`config.mk`:
```
export PLATFORM = sky130hd
export DESIGN_NAME = knight_top
export DESIGN_NICKNAME = d
export VERILOG_FILES = /design/src/knight_pkg.sv /design/src/tour_move_store.sv /design/src/tour_cmd.sv /design/src/move_exec.sv /design/src/knight_top.sv
export VERILOG_INCLUDE_DIRS = /design/src
export SDC_FILE = /design/constraint.sdc
export NUM_CORES = 1
export LEC_CHECK = 0
export BUFFER_PORTS_ARGS = -buffer_cell sky130_fd_sc_hd__buf_2
export CORE_ASPECT_RATIO = 0.5
export CORE_MARGIN = 5
export CORE_UTILIZATION = 55
export DETAILED_ROUTE_END_ITERATION = 6
export GPL_TIMING_DRIVEN = 0
export PLACE_DENSITY = 0.82
export RECOVER_POWER = 50
export SLEW_MARGIN = 10
export SYNTH_ARGS = -nofsm -noshare
export SYNTH_HDL_FRONTEND = slang
export SYNTH_SLANG_ARGS = --single-unit
```
`constraint.sdc`:
```
create_clock -name clk -period 4.7 [get_ports clk]
set_input_delay 1.41 -clock clk [delete_from_list [all_inputs] [get_ports clk]]
set_output_delay 1.41 -clock clk [all_outputs]
set_load 0.01 [all_outputs]
```
`src/tour_params.svh`:
```
////////////////////
// Tour length, board size and move executor timing for the knight tour
// replay design. Include this file in any module that needs the values.
////////////////////
`ifndef TOUR_PARAMS_SVH
`define TOUR_PARAMS_SVH

// Moves in one full tour of the 5x5 board.
`define TOUR_LEN 24

// Board edge in squares.
`define BOARD_DIM 5

// Executor busy cycles per square travelled.
`define CYC_PER_SQUARE 4
`define FANFARE_CYC 6  // Extra cycles when the fanfare plays.

`endif

```
`src/knight_pkg.sv`:
```
////////////////////
// Shared types for the knight tour replay design: vector widths, the
// board command, opcodes, headings, response bytes and sequencer states.
// Modules reference these by scoped name.
////////////////////
package knight_pkg;

  typedef logic [7:0] move_t;     // One-hot knight move.
  typedef logic [4:0] mv_indx_t;  // Index into the move store.
  typedef logic [7:0] heading_t;  // Heading vector.
  typedef logic [3:0] sq_cnt_t;   // Squares to travel.
  typedef logic [2:0] coord_t;    // Board coordinate.
  typedef logic [3:0] opcode_t;
  typedef logic [7:0] resp_t;     // Response byte to the host.

  ////////////////////
  // Headings
  ////////////////////
  localparam heading_t HEAD_NORTH = 8'h00;
  localparam heading_t HEAD_WEST  = 8'h3F;
  localparam heading_t HEAD_SOUTH = 8'h7F;
  localparam heading_t HEAD_EAST  = 8'hBF;

  // Opcodes. Anything else completes as a no-op.
  localparam opcode_t OP_MOVE         = 4'h4;
  localparam opcode_t OP_MOVE_FANFARE = 4'h5;
  localparam opcode_t OP_SET_POS      = 4'h6;  // Low six bits hold x then y.

  localparam resp_t RESP_DONE = 8'hA5;  // Command or whole tour finished.
  localparam resp_t RESP_BUSY = 8'h5A;  // Tour leg done, more to come.

  // Board command of 16 bits.
  typedef struct packed {
    opcode_t  opcode;
    heading_t heading;
    sq_cnt_t  sq_cnt;
  } cmd_t;

  // Tour sequencer states.
  typedef enum logic [2:0] {IDLE, VERT, HOLD_V, HORZ, HOLD_H} tour_seq_state_t;

endpackage

```
`src/tour_move_store.sv`:
```
////////////////////
// Move store for the tour. Holds TOUR_LEN one-hot knight moves written
// through the load port. The sequencer reads by index, combinationally.
////////////////////
`timescale 1ns/1ns
`include "tour_params.svh"

module tour_move_store (
  input  logic                 clk,
  input  logic                 rst_n,
  input  logic                 load_valid,  // Write strobe without a ready.
  input  knight_pkg::mv_indx_t load_addr,
  input  knight_pkg::move_t    load_move,
  input  knight_pkg::mv_indx_t mv_indx,     // Read index from the sequencer.
  output knight_pkg::move_t    move
);

  knight_pkg::move_t mem [`TOUR_LEN];  // Move array.

  ////////////////////
  // Write port
  ////////////////////
  always_ff @(posedge clk, negedge rst_n) begin
    if (!rst_n) begin
      for (int i = 0; i < `TOUR_LEN; i++) begin
        mem[i] <= '0;  // Empty tour after reset.
      end
    end else if (load_valid) begin
      mem[load_addr] <= load_move;  // Takes effect at this edge.
    end
  end

  // Read port. Indexes past the tour read as no move.
  assign move = (mv_indx < `TOUR_LEN) ? mem[mv_indx] : '0;

  ////////////////////
  // Load checks
  ////////////////////
  a_load_onehot : assert property (@(posedge clk) disable iff (!rst_n)
    load_valid |-> $onehot(load_move))
    else $error("Loaded move %h is not one-hot.", load_move);

  a_load_addr : assert property (@(posedge clk) disable iff (!rst_n)
    load_valid |-> (load_addr < `TOUR_LEN))
    else $error("Load address %0d is past the tour.", load_addr);

endmodule

```
`src/tour_cmd.sv`:
```
////////////////////
// Tour sequencer. Splits each stored move into a vertical then a
// horizontal board command and shares the executor channel with host
// commands. Host has the channel only while the sequencer is idle.
// Also picks the response byte for each completion.
////////////////////
`timescale 1ns/1ns
`include "tour_params.svh"

module tour_cmd (
  input  logic                 clk,
  input  logic                 rst_n,
  input  logic                 start_tour,
  input  knight_pkg::cmd_t     host_cmd,
  input  logic                 host_valid,
  output logic                 host_ready,
  output knight_pkg::mv_indx_t mv_indx,     // Move store read index.
  input  knight_pkg::move_t    move,
  output knight_pkg::cmd_t     exec_cmd,
  output logic                 exec_valid,
  input  logic                 exec_ready,
  input  logic                 exec_done,   // One-cycle completion pulse.
  output knight_pkg::resp_t    resp,
  output logic                 tour_busy
);

  knight_pkg::tour_seq_state_t state;
  knight_pkg::tour_seq_state_t nxt_state;
  knight_pkg::heading_t        vert_head;
  knight_pkg::heading_t        horz_head;
  knight_pkg::sq_cnt_t         vert_cnt;
  knight_pkg::sq_cnt_t         horz_cnt;
  knight_pkg::cmd_t            tour_leg;       // Command offered by the tour.
  logic                        leg_horz;       // Horizontal leg selected.
  logic                        last_move;      // Index at final move.
  logic                        start_go;       // Start request accepted.
  logic                        host_inflight;  // Host command not yet done.
  logic                        host_xfer;

  assign last_move = (mv_indx == knight_pkg::mv_indx_t'(`TOUR_LEN - 1));
  assign start_go  = (state == knight_pkg::IDLE) && start_tour && !host_inflight;
  assign leg_horz  = (state == knight_pkg::HORZ) || (state == knight_pkg::HOLD_H);
  assign tour_busy = (state != knight_pkg::IDLE);

  ////////////////////
  // Move index
  ////////////////////
  always_ff @(posedge clk, negedge rst_n) begin
    if (!rst_n) begin
      mv_indx <= '0;
    end else if (start_go) begin
      mv_indx <= '0;  // Replay always begins at move 0.
    end else if ((state == knight_pkg::HOLD_H) && exec_done && !last_move) begin
      mv_indx <= mv_indx + 1'b1;  // Next move once the L is finished.
    end
  end

  // Move decoder. North adds to y, east adds to x.
  always_comb begin
    vert_head = knight_pkg::HEAD_NORTH;
    horz_head = knight_pkg::HEAD_EAST;
    vert_cnt  = 4'd0;  // No travel if the move is not one-hot.
    horz_cnt  = 4'd0;
    case (move)
      8'b0000_0001: begin                                       // N2 E1.
        vert_cnt  = 4'd2;
        horz_cnt  = 4'd1;
      end
      8'b0000_0010: begin                                       // N2 W1.
        vert_cnt  = 4'd2;
        horz_head = knight_pkg::HEAD_WEST;
        horz_cnt  = 4'd1;
      end
      8'b0000_0100: begin                                       // N1 W2.
        vert_cnt  = 4'd1;
        horz_head = knight_pkg::HEAD_WEST;
        horz_cnt  = 4'd2;
      end
      8'b0000_1000: begin                                       // S1 W2.
        vert_head = knight_pkg::HEAD_SOUTH;
        vert_cnt  = 4'd1;
        horz_head = knight_pkg::HEAD_WEST;
        horz_cnt  = 4'd2;
      end
      8'b0001_0000: begin                                       // S2 W1.
        vert_head = knight_pkg::HEAD_SOUTH;
        vert_cnt  = 4'd2;
        horz_head = knight_pkg::HEAD_WEST;
        horz_cnt  = 4'd1;
      end
      8'b0010_0000: begin                                       // S2 E1.
        vert_head = knight_pkg::HEAD_SOUTH;
        vert_cnt  = 4'd2;
        horz_cnt  = 4'd1;
      end
      8'b0100_0000: begin                                       // S1 E2.
        vert_head = knight_pkg::HEAD_SOUTH;
        vert_cnt  = 4'd1;
        horz_cnt  = 4'd2;
      end
      8'b1000_0000: begin                                       // N1 E2.
        vert_cnt  = 4'd1;
        horz_cnt  = 4'd2;
      end
      default: ;
    endcase
  end

  // The horizontal leg closes the L, so it carries the fanfare.
  assign tour_leg.opcode  = leg_horz ? knight_pkg::OP_MOVE_FANFARE : knight_pkg::OP_MOVE;
  assign tour_leg.heading = leg_horz ? horz_head : vert_head;
  assign tour_leg.sq_cnt  = leg_horz ? horz_cnt : vert_cnt;

  ////////////////////
  // Command mux
  ////////////////////
  always_comb begin
    if (state == knight_pkg::IDLE) begin
      exec_cmd   = host_cmd;
      exec_valid = host_valid && !host_inflight && !start_tour;  // Start wins a tie.
      host_ready = exec_ready && !host_inflight && !start_tour;
    end else begin
      exec_cmd   = tour_leg;
      exec_valid = (state == knight_pkg::VERT) || (state == knight_pkg::HORZ);
      host_ready = 1'b0;  // Host is held off for the whole tour.
    end
  end

  assign host_xfer = host_valid && host_ready;

  // One host command at a time. Cleared by its completion.
  always_ff @(posedge clk, negedge rst_n) begin
    if (!rst_n) begin
      host_inflight <= 1'b0;
    end else if (host_xfer) begin
      host_inflight <= 1'b1;
    end else if (exec_done) begin
      host_inflight <= 1'b0;
    end
  end

  ////////////////////
  // Sequencer FSM
  ////////////////////
  always_ff @(posedge clk, negedge rst_n) begin
    if (!rst_n) begin
      state <= knight_pkg::IDLE;
    end else begin
      state <= nxt_state;
    end
  end

  always_comb begin
    nxt_state = state;
    case (state)
      knight_pkg::IDLE:   if (start_go) nxt_state = knight_pkg::VERT;
      knight_pkg::VERT:   if (exec_ready) nxt_state = knight_pkg::HOLD_V;  // Leg taken.
      knight_pkg::HOLD_V: if (exec_done) nxt_state = knight_pkg::HORZ;
      knight_pkg::HORZ:   if (exec_ready) nxt_state = knight_pkg::HOLD_H;
      knight_pkg::HOLD_H: begin
        if (exec_done) begin
          nxt_state = last_move ? knight_pkg::IDLE : knight_pkg::VERT;
        end
      end
      default: nxt_state = knight_pkg::IDLE;
    endcase
  end

  // Only the last leg of the tour reports done. Host commands always do.
  assign resp = ((state == knight_pkg::HOLD_H) && last_move) || (state == knight_pkg::IDLE) ?
                knight_pkg::RESP_DONE : knight_pkg::RESP_BUSY;

  a_leg_onehot : assert property (@(posedge clk) disable iff (!rst_n)
    (exec_valid && tour_busy) |-> $onehot(move))
    else $error("Tour leg offered from move %h at index %0d.", move, mv_indx);

  a_cmd_stable : assert property (@(posedge clk) disable iff (!rst_n)
    (exec_valid && !exec_ready) |=> $stable(exec_cmd))
    else $error("Command changed while waiting for the executor.");

endmodule

```
`src/move_exec.sv`:
```
////////////////////
// Move executor. Accepts one board command at a time, stays busy for a
// time set by the square count and fanfare, then updates the knight
// position and pulses exec_done. Stands in for motor and sensor timing.
////////////////////
`timescale 1ns/1ns
`include "tour_params.svh"

module move_exec (
  input  logic               clk,
  input  logic               rst_n,
  input  knight_pkg::cmd_t   exec_cmd,
  input  logic               exec_valid,
  output logic               exec_ready,  // High only while idle.
  output logic               exec_done,   // Last busy cycle.
  output logic               fanfare,     // Pulse at fanfare acceptance.
  output knight_pkg::coord_t pos_x,
  output knight_pkg::coord_t pos_y
);

  knight_pkg::cmd_t cmd_q;      // Command being executed.
  logic             busy;
  logic [7:0]       busy_cnt;   // Cycles left, including this one.
  logic [7:0]       cyc_total;  // Busy time of the offered command.
  logic             exec_xfer;

  assign exec_ready = !busy;
  assign exec_xfer  = exec_valid && exec_ready;
  assign exec_done  = busy && (busy_cnt == 8'd1);
  assign fanfare    = exec_xfer && (exec_cmd.opcode == knight_pkg::OP_MOVE_FANFARE);

  // Travel time plus fanfare and at least one cycle.
  always_comb begin
    cyc_total = 8'(exec_cmd.sq_cnt * `CYC_PER_SQUARE);
    if (exec_cmd.opcode == knight_pkg::OP_MOVE_FANFARE) begin
      cyc_total = cyc_total + 8'(`FANFARE_CYC);
    end
    if (cyc_total == 8'd0) begin
      cyc_total = 8'd1;
    end
  end

  ////////////////////
  // Busy counter
  ////////////////////
  always_ff @(posedge clk, negedge rst_n) begin
    if (!rst_n) begin
      busy     <= 1'b0;
      busy_cnt <= '0;
    end else if (exec_xfer) begin
      busy     <= 1'b1;
      busy_cnt <= cyc_total;
    end else if (exec_done) begin
      busy <= 1'b0;  // Ready again next cycle.
    end else if (busy) begin
      busy_cnt <= busy_cnt - 1'b1;
    end
  end

  always_ff @(posedge clk) begin
    if (exec_xfer) cmd_q <= exec_cmd;  // Held for the whole move.
  end

  ////////////////////
  // Knight position
  ////////////////////
  always_ff @(posedge clk, negedge rst_n) begin
    if (!rst_n) begin
      pos_x <= '0;  // Knight starts in the corner.
      pos_y <= '0;
    end else if (exec_done) begin
      case (cmd_q.opcode)
        knight_pkg::OP_MOVE, knight_pkg::OP_MOVE_FANFARE: begin
          case (cmd_q.heading)
            knight_pkg::HEAD_NORTH: pos_y <= knight_pkg::coord_t'(pos_y + cmd_q.sq_cnt);
            knight_pkg::HEAD_SOUTH: pos_y <= knight_pkg::coord_t'(pos_y - cmd_q.sq_cnt);
            knight_pkg::HEAD_EAST:  pos_x <= knight_pkg::coord_t'(pos_x + cmd_q.sq_cnt);
            knight_pkg::HEAD_WEST:  pos_x <= knight_pkg::coord_t'(pos_x - cmd_q.sq_cnt);
            default: ;  // Unknown heading leaves the knight in place.
          endcase
        end
        knight_pkg::OP_SET_POS: begin
          pos_x <= cmd_q[5:3];
          pos_y <= cmd_q[2:0];
        end
        default: ;  // No-op still completes.
      endcase
    end
  end

  a_on_board : assert property (@(posedge clk) disable iff (!rst_n)
    (pos_x < `BOARD_DIM) && (pos_y < `BOARD_DIM))
    else $error("Knight left the board at (%0d,%0d).", pos_x, pos_y);

endmodule

```
`src/knight_top.sv`:
```
////////////////////
// Top level of the knight tour replay. Connects the move store, the tour
// sequencer and the move executor. Responses leave as a one-cycle pulse.
////////////////////
`timescale 1ns/1ns

module knight_top (
  input  logic                 clk,
  input  logic                 rst_n,
  input  logic                 load_valid,
  input  knight_pkg::mv_indx_t load_addr,
  input  knight_pkg::move_t    load_move,
  input  logic                 start_tour,
  input  knight_pkg::cmd_t     host_cmd,
  input  logic                 host_valid,
  output logic                 host_ready,
  output logic                 resp_valid,
  output knight_pkg::resp_t    resp,
  output logic                 tour_busy,
  output logic                 fanfare,
  output knight_pkg::coord_t   pos_x,
  output knight_pkg::coord_t   pos_y
);

  knight_pkg::mv_indx_t mv_indx;
  knight_pkg::move_t    move;
  knight_pkg::cmd_t     exec_cmd;  // Muxed command channel.
  logic                 exec_valid;
  logic                 exec_ready;
  logic                 exec_done;

  assign resp_valid = exec_done;  // Every completion sends one byte.

  tour_move_store u_tour_move_store (
    .clk, .rst_n, .load_valid, .load_addr, .load_move, .mv_indx, .move
  );

  tour_cmd u_tour_cmd (
    .clk, .rst_n, .start_tour, .host_cmd, .host_valid, .host_ready, .mv_indx, .move,
    .exec_cmd, .exec_valid, .exec_ready, .exec_done, .resp, .tour_busy
  );

  move_exec u_move_exec (
    .clk, .rst_n, .exec_cmd, .exec_valid, .exec_ready, .exec_done, .fanfare,
    .pos_x, .pos_y
  );

endmodule

```
==> results.sh, run 1 <==
export IMPL_routed_wl_um=28950
export IMPL_grt_pass1_vias=8169
export IMPL_power_density_nw_per_um2=394.8
export IMPL_swShare=0.2573
export IMPL_fin_nets=1026
export IMPL_cp_arrival_ns=4.96
export IMPL_p_int_mw=3.843
export IMPL_syn_to_final_growth_pct=12.12
export IMPL_drv_slew=117
export IMPL_htreeDepth=1
export IMPL_reg2reg_depth=16
export IMPL_drive_gt1_frac=0.3852
export IMPL_yosysWarningCount=0
export IMPL_mostFrequentLayoutCells="mux2_2 (231), dfrtp_1 (215), nand2_1 (60)"
export IMPL_syn_area_per_cell_sq_um=12.92
export IMPL_power_switching_mw=1.332
export IMPL_dr_pass1_iters=7
export IMPL_clock_path_buffers=3
export IMPL_hp_class="reg2reg"
export IMPL_max_freq_ghz=0.2200
export IMPL_io_pins=52
export IMPL_whs_path_depth=1
export IMPL_yosysSeqAreaShare=0.5035
export IMPL_die_h_um=113.1
export IMPL_place_congestion=0.9426
export IMPL_cp_depth=16
export IMPL_power_frac_comb=0.172
export IMPL_antenna_found_initial=0
export IMPL_pwr_share_seq=0.484
export IMPL_cts_tree="built"
export IMPL_groute_usage_overall=0.2365
export IMPL_synth_area_sq_um=11690
export IMPL_timing_critical_path_buf_inv=1
export IMPL_finalHoldViolCount=0
export IMPL_cts_sinks=232
export IMPL_setup_viol=0
export IMPL_insertion_delay_ns=0.51
export IMPL_yosys_area_share_xor_xnor=0.01349
export IMPL_vias=8006
export IMPL_fp_coreArea_sq_um=20740
export IMPL_multi_input_area_sq_um=5478
export IMPL_synth_compound_area_frac=0.07278
export IMPL_grt_first_pass_wirelength_um=45560
export IMPL_grt_overflow_total=0
export IMPL_crit_path_start_kind="flop"
export IMPL_slowest_stage="mux4_1"
export IMPL_placed_area_sq_um=12350
export IMPL_worst_pin_slew_ns=1.646
export IMPL_worstPathCellList="buf_6 > mux4_1 > mux2i_1 > o211ai_1 > a22oi_2 > o21ai_1 > a311oi_4 > o21ai_1 > o211a_1 > a211oi_2 > ha_2 > nand2_1 > a211oi_1 > o211ai_1 > or3_1 > o21ai_0"
export IMPL_synth_distinct_cells=76
export IMPL_clock_skew_ns=0.01427
export IMPL_synth_fa_ha_area_frac=0.01199
export IMPL_leakage_nw=5.807
export IMPL_synthArstFlopShare=0.9310
export IMPL_cp_required_ns=5.12
export IMPL_synth_top_family_by_area="multiplexers"
export IMPL_fin_cells=1270
export IMPL_status="finished with violations"
export IMPL_max_vdd_ir_drop_mv=0.2253
export IMPL_crit_type="reg2reg"
export IMPL_clkPwrFrac=0.344
export IMPL_period_share=0.9672
export IMPL_rows=37
export IMPL_endpoint_kind="flop"
export IMPL_final_common_cell="mux2_2"
export IMPL_ys_seq_elements=232
export IMPL_io_buffer_count=51
export IMPL_critPathMaxStageDelay_ns=0.62
export IMPL_crit_family="compound AO/OA/AOI/OAI gates"
export IMPL_die_width_um=216.2
export IMPL_violations="DRC, capacitance limit, slew limit"
export IMPL_regArea_sq_um=5887
export IMPL_dp_hpwl_um=19870
export IMPL_stdcell_area_sq_um=13110
export IMPL_cts_buffers=21
export IMPL_muxShareOfSynthArea=0.2841
export IMPL_die_area_sq_um=24450
export IMPL_antennaDiodeCount=0
export IMPL_synth_edf_count=16
export IMPL_nFillCells=1491
export IMPL_vias_per_cell=6.304
export IMPL_start_util=0.5636
export IMPL_crit_path_max_fanout=10
export IMPL_synthSimpleGateAreaFrac=0.08070
export IMPL_grt_max_degree=118
export IMPL_ant_nets=0
export IMPL_avgRoutedWirePerCell_um=22.80
export IMPL_root_buffer="clkbuf_16"
export IMPL_dp_cells=1231
export IMPL_fin_crit_ns=4.546
export IMPL_drt_iter0_drc=821
export IMPL_drcViolationCount=2
export IMPL_slew_headroom=-0.09702
export IMPL_clk_pin_slew_ns=0.06
export IMPL_syn_nets=949
export IMPL_postSynthCellCount=905
export IMPL_cap_violations=1
export IMPL_synthFlopType="dfrtp_1"
==> metal layers <==
metal  vias up  part of all wire  global-route usage
li1       3484                 -                   -
met1      4091              0.41              0.3162
met2       352              0.47              0.3849
met3        79             0.079             0.05694
met4         0             0.034             0.08129
met5         -                 0                   0
==> per-stage QoR <==
stage	setup TNS (ns)	setup slack, ns	util	hold WS [ns]	power (mW)
after floorplan	0	0.9599	-	0.4704	3.097
after global placement	-261.05	-1.226	0.5924	0.4786	3.307
after detailed placement	0	0.04626	0.5956	0.4886	3.381
after CTS	0	0.09114	0.6299	0.5034	5.153
after global routing	-0.06324	-0.05251	0.6319	0.5140	5.379
final	0	0.1540	0.6319	0.5004	5.174
==> worst paths after layout <==
path | start | endpoint | slack [ns]
max in group asynchronous | rst_n | u_tour_move_store.mem[156] | 1.50
setup reg to reg | u_tour_cmd.mv_indx[0] | u_move_exec.busy_cnt[0] | 0.15
min in group asynchronous | rst_n | u_move_exec.pos_y[0] | 0.92
hold reg to reg | u_tour_move_store.mem[41] | u_tour_move_store.mem[41] | 0.50
setup / recovery | u_tour_cmd.mv_indx[0] | u_move_exec.busy_cnt[0] | 0.15
hold / removal | u_tour_move_store.mem[41] | u_tour_move_store.mem[41] | 0.50
==> power by group through the flow <==
| stage | clock, mW | sequential (mW) | combinational, mW |
|---|---|---|---|
| 2_1_floorplan | 0 | 2.47 | 0.624 |
| 3_3_place_gp | 0 | 2.50 | 0.805 |
| 3_5_place_dp | 0 | 2.53 | 0.850 |
| 4_1_cts | 1.79 | 2.50 | 0.861 |
| 5_1_grt | 1.89 | 2.54 | 0.952 |
| 6_report | 1.78 | 2.50 | 0.889 |
==> layout make-up <==
| class | count | share of cell area |
|---|---|---|
| Sequential cell | 232 | 0.4492 |
| Multi-Input combinational cell | 597 | 0.4179 |
| Buffer | 53 | 0.02339 |
| Clock buffer | 35 | 0.05098 |
| Inverter | 22 | 0.006301 |
| Tap cell | 273 | 0.02606 |
| Timing Repair Buffer | 55 | 0.02282 |
| Clock inverter | 3 | 0.003341 |
==> Yosys cell counts (8+ instances only) <==
library cell / number / area share
mux2_2: 231 / 0.22
buf_4: 10 / 0.0064
inv_1: 21 / 0.0067
nand4_1: 8 / 0.0043
mux2i_1: 19 / 0.016
o21ai_0: 22 / 0.0094
edfxtp_1: 16 / 0.041
dfrtp_1: 216 / 0.46
nand2_1: 61 / 0.020
xnor2_1: 15 / 0.011
a21oi_1: 15 / 0.0064
buf_6: 8 / 0.0077
nor3_1: 9 / 0.0039
a211oi_1: 11 / 0.0071
mux4_2: 14 / 0.027
ha_1: 8 / 0.0086
nor2b_1: 12 / 0.0064
nor2_1: 32 / 0.010
clkbuf_1: 27 / 0.0087
o22ai_1: 19 / 0.010
==> what timing repair did <==
action,4_1_cts,5_1_grt
pin swaps,0,2
gates resized for setup,1,15
setup buffers,0,2
setup endpoints to repair,1,2
hold buffers,0,0
==> state kept, by name (all words and copies together), names as in the netlist <==
register                  flops
u_tour_cmd.host_inflight      1
u_tour_cmd.state              3
u_tour_move_store.mem       192
u_tour_cmd.mv_indx            5
u_move_exec.busy_cnt          8
u_move_exec.cmd_q            16
u_move_exec.busy              1
u_move_exec.pos_x             3
u_move_exec.pos_y             3
==> kinds of logic (layout without fill, tap and decap cells) <==
group,Yosys count,in the layout
AND/OR/NAND/NOR,182,182
XOR/XNOR,18,18
adder cells (fa/ha/maj),10,10
buffers and inverters,76,168
AO/OA/AOI/OAI,114,114
multiplexers,273,273
flip-flops,232,232
Power figures use the tool's default switching activity.
==> run 2, diff against run 1 <==
==> constraint.sdc (replaced) <==
create_clock -name clk -period 4.7 [get_ports clk]
set_input_delay 0.94 -clock clk [delete_from_list [all_inputs] [get_ports clk]]
set_output_delay 0.94 -clock clk [all_outputs]
set_load 0.01 [all_outputs]
==> run 2 against run 1 <==
- the flow finishes with violations (capacitance limit, slew limit)
- clock power about the same
- sequential share of layout area barely moved
- flip-flop and latch count is the same
- largest cell class unchanged
- die area is the same
- global-route usage did not move
- final area barely moved
- clock-buffer cell count did not move
- hold slack about the same
- register-to-register slack worse by 0.02 ns
- utilization about the same
- total power barely moved
==> results.sh, run 2 (synthesis results as in run 1) <==
export IMPL_top_layer="met4"
export IMPL_grt_first_pass_wirelength_um=45560
export IMPL_largest_register_ffs=192
export IMPL_place_congestion=0.9426
export IMPL_power_frac_comb=0.172
export IMPL_power_density_nw_per_um2=394.7
export IMPL_final_common_cell="mux2_2"
export IMPL_drt_iter0_drc=846
export IMPL_die_area_sq_um=24450
export IMPL_grt_pass1_vias=8169
export IMPL_setup_viol=0
export IMPL_rows=37
export IMPL_vias_per_cell=6.305
export IMPL_cts_buffers=21
export IMPL_dr_pass1_iters=6
export IMPL_cts_tree="built"
export IMPL_finalHoldViolCount=0
export IMPL_period_share=0.9712
export IMPL_fin_nets=1026
export IMPL_dp_slack_ns=0.04626
export IMPL_slew_headroom=-0.4510
export IMPL_power_switching_mw=1.331
export IMPL_ant_nets=0
export IMPL_grt_max_degree=118
export IMPL_fin_util=0.6320
export IMPL_grt_overflow_total=0
export IMPL_insertion_delay_ns=0.51
export IMPL_pwr_share_seq=0.484
export IMPL_swShare=0.2572
export IMPL_status="finished with violations"
export IMPL_groute_usage_overall=0.2365
export IMPL_met3_length_um=2451
export IMPL_nFillCells=1497
export IMPL_holdBufCountCts=0
export IMPL_root_buffer="clkbuf_16"
export IMPL_cp_arrival_ns=4.99
export IMPL_vias=8007
export IMPL_antennaDiodeCount=0
export IMPL_violations="capacitance limit, slew limit"
export IMPL_hp_class="reg2reg"
export IMPL_clkPwrFrac=0.344
export IMPL_top_regs="u_tour_move_store.mem x192, u_move_exec.cmd_q x16, u_move_exec.busy_cnt x8"
export IMPL_io_pins=52
export IMPL_max_vdd_ir_drop_mv=0.2241
export IMPL_wl_met1_um=11890
export IMPL_wl_met2_um=13650
export IMPL_drv_slew=89
export IMPL_crit_path_start_kind="flop"
export IMPL_antenna_found_initial=0
export IMPL_clock_skew_ns=0.009198
export IMPL_avgRoutedWirePerCell_um=22.81
export IMPL_worst_pin_slew_ns=2.176
export IMPL_htreeDepth=1
export IMPL_crit_path_max_fanout=10
export IMPL_regMostFlops="u_tour_move_store.mem"
export IMPL_drive_gt1_frac=0.3872
export IMPL_die_h_um=113.1
export IMPL_crit_type="reg2reg"
export IMPL_routed_wl_um=28970
export IMPL_syn_to_final_growth_pct=12.13
export IMPL_cts_sinks=232
export IMPL_start_util=0.5636
export IMPL_cp_required_ns=5.12
export IMPL_fin_crit_ns=4.565
export IMPL_p_int_mw=3.842
export IMPL_clock_path_buffers=3
export IMPL_dp_hpwl_um=19870
export IMPL_drcViolationCount=0
export IMPL_hold_ws_ns=0.5004
export IMPL_die_width_um=216.2
export IMPL_endpoint_kind="flop"
export IMPL_worst_slack_ns=0.1353
export IMPL_mostFrequentLayoutCells="mux2_2 (230), dfrtp_1 (215), nand2_1 (60)"
export IMPL_io_buffer_count=51
export IMPL_leakage_nw=5.815
export IMPL_cap_violations=1
export IMPL_max_freq_ghz=0.2191
export IMPL_clk_pin_slew_ns=0.07
export IMPL_fp_coreArea_sq_um=20740
## run 2: changes by cell type in the layout (fill, tap and decap cells not counted), sizes merged
cell,change
buf,+4
clkbuf,-4
## run 2: repair_timing
item / in CTS / in global routing
setup buffers: 0 / 2
pin swaps: 0 / 2
endpoints found under the setup margin: 1 / 2
gates resized for setup: 1 / 15
endpoints found under the hold margin: 0 / 0
## run 2: power by group through the flow
stage                     registers [mW]  clock network [mW]  logic [mW]
after detailed placement            2.53                   0       0.850
after floorplan                     2.47                   0       0.624
final                               2.51                1.78       0.890
after global routing                2.54                1.89       0.951
after global placement              2.50                   0       0.805
after CTS                           2.50                1.79       0.861
## run 2: through the flow
| stage | total power [mW] | TNS, ns | std cells | area [sq um] |
|---|---|---|---|---|
| floorplan | 3.097 | 0 | 905 | 11690 |
| global placement | 3.307 | -159.53 | 1229 | 12290 |
| detailed placement | 3.381 | 0 | 1231 | 12350 |
| CTS | 5.153 | 0 | 1269 | 13070 |
| global route | 5.379 | -0.06324 | 1270 | 13110 |
| finish | 5.173 | 0 | 1270 | 13110 |
## run 2: worst max-delay path, stage by stage, from the launching register on
cell      delay, ns
dfrtp_2        0.50
buf_6          0.21
mux4_1         0.62
mux2i_1        0.37
o211ai_1       0.22
a22oi_2        0.37
o21ai_1        0.18
a311oi_4       0.32
o21ai_1        0.10
o211a_1        0.17
a211oi_2       0.28
ha_2           0.25
nand2_1        0.09
a211oi_1       0.18
o211ai_1       0.15
or3_1          0.32
o21ai_0        0.14
## run 2: area by class of cell
class                   instances  area, sq um  area share
clock buffers                  35        668.1     0.05097
clock inverters                 3        43.79    0.003341
plain buffers                  53        306.5     0.02339
multi-input cells             597         5478      0.4179
repair buffers                 55        300.3     0.02291
inverters                      22        82.58    0.006300
well taps                     273        341.6     0.02606
flip-flops and latches        232         5887      0.4491
## run 2: final timing paths
kind / slack (ns) / cells after the start / start / endpoint
worst min register to register: 0.50 / 1 / u_tour_move_store.mem[41] / u_tour_move_store.mem[41]
worst max register to register: 0.14 / 16 / u_tour_cmd.mv_indx[0] / u_move_exec.busy_cnt[0]
worst max-delay path: 0.14 / 16 / u_tour_cmd.mv_indx[0] / u_move_exec.busy_cnt[0]
worst min-delay path: 0.50 / 1 / u_tour_move_store.mem[41] / u_tour_move_store.mem[41]
max in group asynchronous: 1.08 / 3 / rst_n / u_tour_move_store.mem[156]
min in group asynchronous: 0.51 / 1 / rst_n / u_move_exec.pos_y[0]
## run 2: metal layers
metal,global-route usage,vias up
li1,-,3483
met1,0.3162,4084
met2,0.3849,362
met3,0.05694,78
met4,0.08129,0
met5,0,-
